File: src/mips_cfg.svh
`ifndef MIPS_CFG_SVH
`define MIPS_CFG_SVH

// address of the very first instruction fetch
`define MIPS_RESET_VECTOR 32'hBFC0_0000

// a jr to this address stops the core
`define MIPS_HALT_ADDR 32'h0000_0000

// general purpose register file geometry
`define MIPS_NREGS 32
`define MIPS_REG_AW 5

`endif

File: src/mips_pkg.sv
package mips_pkg;

    // primary opcodes, special covers all r-type words
    typedef enum logic [5:0] {
        OP_SPECIAL = 6'h00,
        OP_J       = 6'h02,
        OP_BEQ     = 6'h04,
        OP_BNE     = 6'h05,
        OP_ADDIU   = 6'h09,
        OP_SLTI    = 6'h0A,
        OP_ANDI    = 6'h0C,
        OP_ORI     = 6'h0D,
        OP_XORI    = 6'h0E,
        OP_LUI     = 6'h0F,
        OP_LW      = 6'h23,
        OP_SW      = 6'h2B
    } opcode_t;

    typedef enum logic [5:0] {
        F_SLL  = 6'h00,
        F_SRL  = 6'h02,
        F_JR   = 6'h08,
        F_ADDU = 6'h21,
        F_SUBU = 6'h23,
        F_AND  = 6'h24,
        F_OR   = 6'h25,
        F_XOR  = 6'h26,
        F_SLT  = 6'h2A,
        F_SLTU = 6'h2B
    } funct_t;

    typedef enum logic [3:0] {
        ALU_ADD,
        ALU_SUB,
        ALU_AND,
        ALU_OR,
        ALU_XOR,
        ALU_SLT,
        ALU_SLTU,
        ALU_SLL,
        ALU_SRL,
        ALU_LUI
    } alu_op_t;

    typedef enum logic [2:0] {
        S_FETCH,
        S_DECODE,
        S_EXEC,
        S_MEM,
        S_WB,
        S_HALTED
    } state_t;

    typedef struct packed {
        opcode_t    opcode;
        logic [4:0] rs;
        logic [4:0] rt;
        logic [4:0] rd;
        logic [4:0] shamt;
        funct_t     funct;
    } r_view_t;

    // jump target is rs, rt and imm16 read back to back
    typedef struct packed {
        opcode_t     opcode;
        logic [4:0]  rs;
        logic [4:0]  rt;
        logic [15:0] imm16;
    } i_view_t;

    typedef union packed {
        r_view_t r;
        i_view_t i;
    } instr_t;

    typedef struct packed {
        logic       pc_write;
        logic       ir_write;
        logic       mdr_write;
        logic       a_write;
        logic       b_write;
        logic       aluout_write;
        logic       reg_write;
        // 0 pc, 1 register a
        logic       alu_src_a;
        // 0 register b, 1 constant 4, 2 immediate, 3 immediate times 4
        logic [1:0] alu_src_b;
        logic       reg_dst;
        logic       mem_to_reg;
        logic       addr_from_aluout;
        // 0 alu result, 1 aluout, 2 jump target
        logic [1:0] pc_src;
        alu_op_t    alu_op;
        logic       imm_zero_ext;
        logic       mem_read;
        logic       mem_write;
    } ctrl_t;

endpackage

File: src/mips_alu.sv
`timescale 1ns/10ps

module mips_alu (
    input  logic [31:0]       a,
    input  logic [31:0]       b,
    input  logic [4:0]        shamt,
    input  mips_pkg::alu_op_t op,
    output logic [31:0]       result,
    output logic              zero
);
    import mips_pkg::*;

    always_comb begin
        case (op)
            ALU_ADD: result = a + b;
            ALU_SUB: result = a - b;
            ALU_AND: result = a & b;
            ALU_OR:  result = a | b;
            ALU_XOR: result = a ^ b;
            ALU_SLT: begin
                result = {31'b0, $signed(a) < $signed(b)};
            end
            ALU_SLTU: begin
                result = {31'b0, a < b};
            end
            // shifts act on the rt operand by the instruction's shamt
            ALU_SLL: result = b << shamt;
            ALU_SRL: result = b >> shamt;
            ALU_LUI: result = {b[15:0], 16'h0000};
            default: result = '0;
        endcase
    end

    // used for beq and bne after a subtract
    assign zero = (result == '0);

endmodule

File: src/mips_control.sv
`timescale 1ns/10ps

module mips_control (
    input  logic             clk,
    input  logic             rst_n,
    input  logic             waitrequest,
    input  mips_pkg::instr_t ir,
    input  logic             zero,
    input  logic             halt,
    output mips_pkg::ctrl_t  ctrl,
    output logic             active
);
    import mips_pkg::*;

    state_t  state;
    state_t  state_next;
    opcode_t op;
    funct_t  fn;
    alu_op_t r_alu_op;
    alu_op_t i_alu_op;
    logic    started;
    logic    is_rtype;
    logic    is_jr;
    logic    is_load;
    logic    is_store;
    logic    is_branch;
    logic    is_jump;
    logic    is_ialu;

    assign op        = ir.i.opcode;
    assign fn        = ir.r.funct;
    assign is_rtype  = (op == OP_SPECIAL);
    assign is_jr     = is_rtype && (fn == F_JR);
    assign is_load   = (op == OP_LW);
    assign is_store  = (op == OP_SW);
    assign is_branch = (op == OP_BEQ) || (op == OP_BNE);
    assign is_jump   = (op == OP_J);
    assign is_ialu   = (op == OP_ADDIU) || (op == OP_SLTI) || (op == OP_ANDI) ||
                       (op == OP_ORI) || (op == OP_XORI) || (op == OP_LUI);

    always_comb begin
        case (fn)
            F_SUBU:  r_alu_op = ALU_SUB;
            F_AND:   r_alu_op = ALU_AND;
            F_OR:    r_alu_op = ALU_OR;
            F_XOR:   r_alu_op = ALU_XOR;
            F_SLT:   r_alu_op = ALU_SLT;
            F_SLTU:  r_alu_op = ALU_SLTU;
            F_SLL:   r_alu_op = ALU_SLL;
            F_SRL:   r_alu_op = ALU_SRL;
            default: r_alu_op = ALU_ADD;
        endcase
    end

    // loads and stores fall through to add for the address
    always_comb begin
        case (op)
            OP_SLTI: i_alu_op = ALU_SLT;
            OP_ANDI: i_alu_op = ALU_AND;
            OP_ORI:  i_alu_op = ALU_OR;
            OP_XORI: i_alu_op = ALU_XOR;
            OP_LUI:  i_alu_op = ALU_LUI;
            default: i_alu_op = ALU_ADD;
        endcase
    end

    always_comb begin
        ctrl        = '0;
        ctrl.alu_op = ALU_ADD;
        state_next  = state;
        case (state)
            S_FETCH: begin
                // pc + 4 goes through the alu while the word is read
                ctrl.mem_read  = started;
                ctrl.alu_src_b = 2'd1;
                if (started && !waitrequest) begin
                    ctrl.ir_write = 1'b1;
                    ctrl.pc_write = 1'b1;
                    state_next    = S_DECODE;
                end
            end
            S_DECODE: begin
                // operands latched, branch target parked in aluout
                ctrl.a_write      = 1'b1;
                ctrl.b_write      = 1'b1;
                ctrl.alu_src_b    = 2'd3;
                ctrl.aluout_write = 1'b1;
                state_next        = S_EXEC;
            end
            S_EXEC: begin
                ctrl.alu_src_a = 1'b1;
                if (is_jr) begin
                    // rt is r0 for jr, so a + b is just a
                    if (halt) begin
                        state_next = S_HALTED;
                    end else begin
                        ctrl.pc_write = 1'b1;
                        state_next    = S_FETCH;
                    end
                end else if (is_rtype) begin
                    ctrl.alu_op       = r_alu_op;
                    ctrl.aluout_write = 1'b1;
                    state_next        = S_WB;
                end else if (is_branch) begin
                    ctrl.alu_op   = ALU_SUB;
                    ctrl.pc_src   = 2'd1;
                    ctrl.pc_write = zero ^ (op == OP_BNE);
                    state_next    = S_FETCH;
                end else if (is_jump) begin
                    ctrl.pc_src   = 2'd2;
                    ctrl.pc_write = 1'b1;
                    state_next    = S_FETCH;
                end else if (is_ialu || is_load || is_store) begin
                    ctrl.alu_src_b    = 2'd2;
                    ctrl.alu_op       = i_alu_op;
                    ctrl.imm_zero_ext = (op == OP_ANDI) || (op == OP_ORI) ||
                                        (op == OP_XORI) || (op == OP_LUI);
                    ctrl.aluout_write = 1'b1;
                    state_next        = (is_load || is_store) ? S_MEM : S_WB;
                end else begin
                    // unknown opcode is skipped
                    state_next = S_FETCH;
                end
            end
            S_MEM: begin
                ctrl.addr_from_aluout = 1'b1;
                if (is_load) begin
                    ctrl.mem_read = 1'b1;
                    if (!waitrequest) begin
                        ctrl.mdr_write = 1'b1;
                        state_next     = S_WB;
                    end
                end else begin
                    ctrl.mem_write = 1'b1;
                    if (!waitrequest) begin
                        state_next = S_FETCH;
                    end
                end
            end
            S_WB: begin
                ctrl.reg_write  = 1'b1;
                ctrl.reg_dst    = is_rtype;
                ctrl.mem_to_reg = is_load;
                state_next      = S_FETCH;
            end
            S_HALTED: begin
                state_next = S_HALTED;
            end
            default: begin
                state_next = S_FETCH;
            end
        endcase
    end

    // started stays low through reset and the cycle after it, so the bus starts idle
    always_ff @(posedge clk) begin
        if (!rst_n) begin
            state   <= S_FETCH;
            started <= 1'b0;
        end else begin
            state   <= state_next;
            started <= 1'b1;
        end
    end

    assign active = (state != S_HALTED);

    assert property (@(posedge clk) disable iff (!rst_n)
        !(ctrl.mem_read && ctrl.mem_write));

    // a stalled transfer keeps its strobes until waitrequest drops
    assert property (@(posedge clk) disable iff (!rst_n)
        ((ctrl.mem_read || ctrl.mem_write) && waitrequest)
        |=> $stable({ctrl.mem_read, ctrl.mem_write}));

    // halted is sticky and the bus stays idle
    assert property (@(posedge clk) disable iff (!rst_n)
        !active |=> (state == S_HALTED) && !active && !ctrl.mem_read && !ctrl.mem_write);

endmodule

File: src/mips_cpu_bus.sv
`timescale 1ns/10ps

module mips_cpu_bus (
    input  logic        clk,
    input  logic        rst_n,
    output logic        active,
    output logic [31:0] register_v0,

    // avalon master, word accesses only
    output logic [31:0] address,
    output logic        write,
    output logic        read,
    input  logic        waitrequest,
    output logic [31:0] writedata,
    input  logic [31:0] readdata
);
    import mips_pkg::*;

    ctrl_t  ctrl;
    instr_t ir;
    logic   zero;
    logic   halt;

    mips_control ctrl_i (
        .clk         (clk),
        .rst_n       (rst_n),
        .waitrequest (waitrequest),
        .ir          (ir),
        .zero        (zero),
        .halt        (halt),
        .ctrl        (ctrl),
        .active      (active)
    );

    mips_datapath dp_i (
        .clk         (clk),
        .rst_n       (rst_n),
        .ctrl        (ctrl),
        .readdata    (readdata),
        .address     (address),
        .writedata   (writedata),
        .ir          (ir),
        .zero        (zero),
        .halt        (halt),
        .register_v0 (register_v0)
    );

    // bus strobes come straight from the control word
    assign read  = ctrl.mem_read;
    assign write = ctrl.mem_write;

endmodule

File: src/mips_datapath.sv
`timescale 1ns/10ps
`include "mips_cfg.svh"

module mips_datapath (
    input  logic             clk,
    input  logic             rst_n,
    input  mips_pkg::ctrl_t  ctrl,
    input  logic [31:0]      readdata,
    output logic [31:0]      address,
    output logic [31:0]      writedata,
    output mips_pkg::instr_t ir,
    output logic             zero,
    output logic             halt,
    output logic [31:0]      register_v0
);
    import mips_pkg::*;

    logic [31:0]             pc;
    logic [31:0]             mdr;
    logic [31:0]             a_reg;
    logic [31:0]             b_reg;
    logic [31:0]             aluout;
    logic [31:0]             rd1;
    logic [31:0]             rd2;
    logic [31:0]             imm_ext;
    logic [31:0]             alu_a;
    logic [31:0]             alu_b;
    logic [31:0]             alu_result;
    logic [31:0]             jump_target;
    logic [31:0]             pc_next;
    logic [`MIPS_REG_AW-1:0] wa;
    logic [31:0]             wd;

    always_ff @(posedge clk) begin
        if (!rst_n) begin
            pc <= `MIPS_RESET_VECTOR;
            ir <= '0;
        end else begin
            if (ctrl.pc_write) begin
                pc <= pc_next;
            end
            if (ctrl.ir_write) begin
                ir <= readdata;
            end
        end
    end

    always_ff @(posedge clk) begin
        if (ctrl.mdr_write) begin
            mdr <= readdata;
        end
        if (ctrl.a_write) begin
            a_reg <= rd1;
        end
        if (ctrl.b_write) begin
            b_reg <= rd2;
        end
        if (ctrl.aluout_write) begin
            aluout <= alu_result;
        end
    end

    // rt is the target for i-type results and loads
    assign wa = ctrl.reg_dst ? ir.r.rd : ir.i.rt;
    assign wd = ctrl.mem_to_reg ? mdr : aluout;

    mips_regfile rf_i (
        .clk   (clk),
        .rst_n (rst_n),
        .ra1   (ir.r.rs),
        .ra2   (ir.r.rt),
        .wa    (wa),
        .we    (ctrl.reg_write),
        .wd    (wd),
        .rd1   (rd1),
        .rd2   (rd2),
        .v0    (register_v0)
    );

    assign imm_ext = ctrl.imm_zero_ext ? {16'h0000, ir.i.imm16}
                                       : {{16{ir.i.imm16[15]}}, ir.i.imm16};
    assign alu_a   = ctrl.alu_src_a ? a_reg : pc;

    always_comb begin
        case (ctrl.alu_src_b)
            2'd1:    alu_b = 32'd4;
            2'd2:    alu_b = imm_ext;
            2'd3:    alu_b = {imm_ext[29:0], 2'b00};
            default: alu_b = b_reg;
        endcase
    end

    mips_alu alu_i (
        .a      (alu_a),
        .b      (alu_b),
        .shamt  (ir.r.shamt),
        .op     (ctrl.alu_op),
        .result (alu_result),
        .zero   (zero)
    );

    // pc already points past the jump, so its top nibble is the region
    assign jump_target = {pc[31:28], ir.i.rs, ir.i.rt, ir.i.imm16, 2'b00};

    always_comb begin
        case (ctrl.pc_src)
            2'd1:    pc_next = aluout;
            2'd2:    pc_next = jump_target;
            default: pc_next = alu_result;
        endcase
    end

    assign address   = ctrl.addr_from_aluout ? aluout : pc;
    assign writedata = b_reg;
    assign halt      = (ir.r.opcode == OP_SPECIAL) && (ir.r.funct == F_JR) &&
                       (a_reg == `MIPS_HALT_ADDR);

    assert property (@(posedge clk) disable iff (!rst_n)
        (ctrl.mem_read || ctrl.mem_write) |-> (address[1:0] == 2'b00));

endmodule

File: src/mips_regfile.sv
`timescale 1ns/10ps
`include "mips_cfg.svh"

module mips_regfile (
    input  logic                    clk,
    input  logic                    rst_n,
    input  logic [`MIPS_REG_AW-1:0] ra1,
    input  logic [`MIPS_REG_AW-1:0] ra2,
    input  logic [`MIPS_REG_AW-1:0] wa,
    input  logic                    we,
    input  logic [31:0]             wd,
    output logic [31:0]             rd1,
    output logic [31:0]             rd2,
    output logic [31:0]             v0
);
    logic [31:0] regs [`MIPS_NREGS];

    // r0 never takes a write, so it reads back as zero
    always_ff @(posedge clk) begin
        if (!rst_n) begin
            for (int i = 0; i < `MIPS_NREGS; i++) begin
                regs[i] <= '0;
            end
        end else if (we && (wa != '0)) begin
            regs[wa] <= wd;
        end
    end

    assign rd1 = regs[ra1];
    assign rd2 = regs[ra2];
    assign v0  = regs[2];

endmodule

File: config.mk
export PLATFORM = sky130hd
export DESIGN_NAME = mips_cpu_bus
export DESIGN_NICKNAME = d
export VERILOG_FILES = /design/src/mips_pkg.sv /design/src/mips_alu.sv /design/src/mips_control.sv /design/src/mips_cpu_bus.sv /design/src/mips_datapath.sv /design/src/mips_regfile.sv
export VERILOG_INCLUDE_DIRS = /design/src
export SDC_FILE = /design/constraint.sdc
export NUM_CORES = 2
export LEC_CHECK = 0
export BUFFER_PORTS_ARGS = -buffer_cell sky130_fd_sc_hd__buf_2
export CAP_MARGIN = 10
export CORE_MARGIN = 3
export CORE_UTILIZATION = 32
export DETAILED_ROUTE_END_ITERATION = 7
export MAX_ROUTING_LAYER = met4
export SYNTH_ARGS = -nofsm -noshare
export SYNTH_HDL_FRONTEND = slang
export SYNTH_SLANG_ARGS = --single-unit
File: constraint.sdc
create_clock -name clk -period 26.1 [get_ports clk]
set_input_delay 2.61 -clock clk [delete_from_list [all_inputs] [get_ports clk]]
set_output_delay 2.61 -clock clk [all_outputs]
set_load 0.03 [all_outputs]
==> flow_summary.json <==
{
  "synth_cell_type_count": 105,
  "p_int_w": 0.00354,
  "final_cell_mix": "1188 x nor2_1, 1152 x edfxtp_1, 657 x mux4_2",
  "r2r-end": "dp_i.pc[31]",
  "wl_per_cell_microns": 36.1,
  "fin_setup_tns_ns": 0,
  "final_common_cell": "nor2_1",
  "timing.final.ws_setup_ns": 15.90,
  "grt_overflow_total": 0,
  "die_w_microns": 477,
  "dp_slack_ns": 16.29,
  "min_from": "dp_i.pc[21]",
  "cts_tree": "done",
  "gp_congestion": 1.08,
  "hold_viol": 0,
  "via_per_inst": 6.28,
  "p_sw_frac": 0.288,
  "core_sq_um": 220000,
  "power_frac_seq": 0.462,
  "syn-instance-count": 5692,
  "ctsRootBufferMaster": "clkbuf_16",
  "post-route-cell-area_sq_um": 79800,
  "violations": "DRC",
  "route.detailed.drc": 1,
  "period_share": 0.391,
  "dr.pass1.iters": 8,
  "largest_register": "dp_i.rf_i.regs",
  "cts_resized": 0,
  "max_freq_mhz": 98.0,
  "r2r-start": "ctrl_i.state[1]",
  "final_util": 0.362,
  "combPwrFrac": 0.175,
  "clock_latency_ns": 0.77,
  "initial_utilization": 0.323,
  "peakVddDrop_mv": 0.0695,
  "worstSetupPathType": "reg -> reg",
  "dieHeight_microns": 477,
  "die-area_sq_um": 228000,
  "drt-initial-drc-count": 8464,
  "finalWirelength_microns": 315000,
  "slew_headroom": 0.109,
  "grt_pass1_wl_microns": 432000,
  "synth_edf_count": 1152,
  "tightest_slew_ns": 1.33,
  "placed_cell_area_sq_um": 75700,
  "nets": 5780,
  "pin_count": 134,
  "largest_reg_flops": 1024,
  "synth_ff_type": "edfxtp_1",
  "antenna_found_initial": 33,
  "clk_pin_slew_ns": 0.06,
  "cp-start-kind": "flop",
  "hold_buffers": 0,
  "ys_seq_elements": 1220,
  "min_path_type": "reg -> reg",
  "p_clk_frac": 0.363,
  "rows": 172,
  "cts.sinks": 1220,
  "skew_ns": 0.0212,
  "rsz0062_at_grt": "no",
  "place_hpwl_microns": 214000,
  "whs_endpoint": "dp_i.pc[21]",
  "power_density_nw_per_um2": 62.4,
  "outcome": "finished with violations",
  "cts_setup_buffers": 0,
  "ant_nets": 0,
  "critPathRequiredTime_ns": 26.79,
  "setup_viol": 0,
  "synthesis.area_sq_um": 71100,
  "layout-drive-gt1-share": 0.255,
  "cp_data_arrival_time_ns": 10.89,
  "numCtsBuffers": 131,
  "worstHoldPathCells": 2,
  "end_kind": "flop",
  "ys_seq_area_frac": 0.505,
  "reg2regPathDepth": 23,
  "syn_to_final_growth_pct": 12.2,
  "clk_path_buf_depth": 3,
  "p_sw_w": 0.00143,
  "crit_fanout": 43,
  "port_buffers": 133,
  "vias": 54700,
  "p_leak_nw": 26.7,
  "period_minus_slack_ns": 10.20,
  "grt_max_degree": 112,
  "yosysWarnings": 0,
  "drv_cap": 0,
  "grt_pass1_vias": 52700,
  "reg2reg_setup_slack_ns": 15.90,
  "avgSynthCellArea_sq_um": 12.5,
  "cts_max_level": 4,
  "maxSlewViolCount": 0,
  "grtUsageTotal": 0.277,
  "async_flop_share": 0
}
per-layer routing:
metal / routed length, microns / global-route usage / part of all wire / vias up
met3: 33900 / 0.0611 / 0.11 / 745
li1: - / - / - / 21800
met4: 19700 / 0.144 / 0.063 / 0
met2: 145000 / 0.423 / 0.46 / 3976
met5: 0 / - / 0 / -
met1: 116000 / 0.346 / 0.37 / 28200
cell type report:
cell class              instances  area [sq um]
fillers                     21300        141000
flip-flops and latches       1220         36000
multi-input cells            3818         33300
well taps                    2958          3700
clock buffers                 170          3520
repair buffers                345          2290
clock inverters                59           504
inverters                     127           480
diodes                         20          50.0
cell families after synthesis:
family,Yosys count,share of synthesized area
AND/OR/NAND/NOR,1955,0.114
flip-flops,1220,0.505
multiplexers,853,0.238
AO/OA/AOI/OAI,850,0.0838
buffers and inverters,685,0.0374
adder cells (fa/ha/maj),102,0.0182
XOR/XNOR,26,0.00320
other,1,0.0000527
synthesized netlist by cell type (20+ instances only):
cell type	number	area (sq um)
a211o_1	24	210
a211oi_1	52	390
a21oi_1	195	976
a221o_1	34	340
a221oi_1	34	298
a31oi_1	39	244
buf_1	92	345
buf_2	29	145
clkbuf_1	425	1600
dfxtp_1	68	1360
edfxtp_1	1152	34600
ha_1	100	1250
inv_1	121	454
mux2_2	110	1240
mux2i_1	85	851
mux4_2	657	14800
nand2_1	435	1630
nand3_1	59	295
nor2_1	1194	4480
nor2b_1	20	125
nor3_1	75	375
nor4_1	28	175
o2111ai_1	24	210
o211ai_1	43	323
o21ai_0	122	611
o31ai_1	21	158
or3_1	24	150
xnor2_1	24	210
worst max-delay path by stage:
stage | startpoint | to | slack (ns) | depth (start not counted)
4_1_cts | ctrl_i.state[1] | dp_i.pc[28] | 16.24 | 23
6_report | ctrl_i.state[1] | dp_i.pc[31] | 15.90 | 23
5_1_grt | ctrl_i.state[1] | dp_i.pc[28] | 15.67 | 23
3_5_place_dp | ctrl_i.state[1] | dp_i.pc[28] | 16.29 | 23
2_1_floorplan | ctrl_i.state[1] | dp_i.pc[30] | 17.75 | 24
3_3_place_gp | ctrl_i.state[1] | dp_i.pc[30] | 16.36 | 23
metrics by stage:
step / instances / hold WS (ns) / power, W
6_report: 8717 / 0.502 / 0.00498
2_1_floorplan: 5723 / 0.464 / 0.00281
5_1_grt: 8711 / 0.505 / 0.00510
3_5_place_dp: 8466 / 0.485 / 0.00318
3_3_place_gp: 8466 / 0.495 / 0.00318
4_1_cts: 8695 / 0.500 / 0.00497
critical path, cell delays in order, from the launching register on:
cell       delay [ns]
dfxtp_1          0.63
nor3b_4          0.27
buf_4            0.45
nand2b_1         0.36
a21oi_4          0.19
buf_4            0.48
or3_1            0.25
and2_1           0.57
ha_1             0.46
nor4_1           0.30
o21ai_0          0.18
a2111oi_0        1.07
o21ai_0          0.44
o31ai_1          0.86
a21oi_1          0.23
o2bb2ai_1        0.17
o21ai_0          0.18
nand3_1          0.19
or4_1            0.57
or4_4            0.56
nor4_4           0.32
mux2_4           0.50
nor3_1           0.57
mux2i_1          0.27
power by group through the flow:
stage                     sequential (W)  combinational [W]  clock (W)
after floorplan                  0.00230           0.000506          0
after global placement           0.00233           0.000845          0
after detailed placement         0.00234           0.000844          0
after CTS                        0.00230           0.000847    0.00182
after global routing             0.00231           0.000896    0.00190
final                            0.00230           0.000871    0.00181
Power figures use the tool's default switching activity.
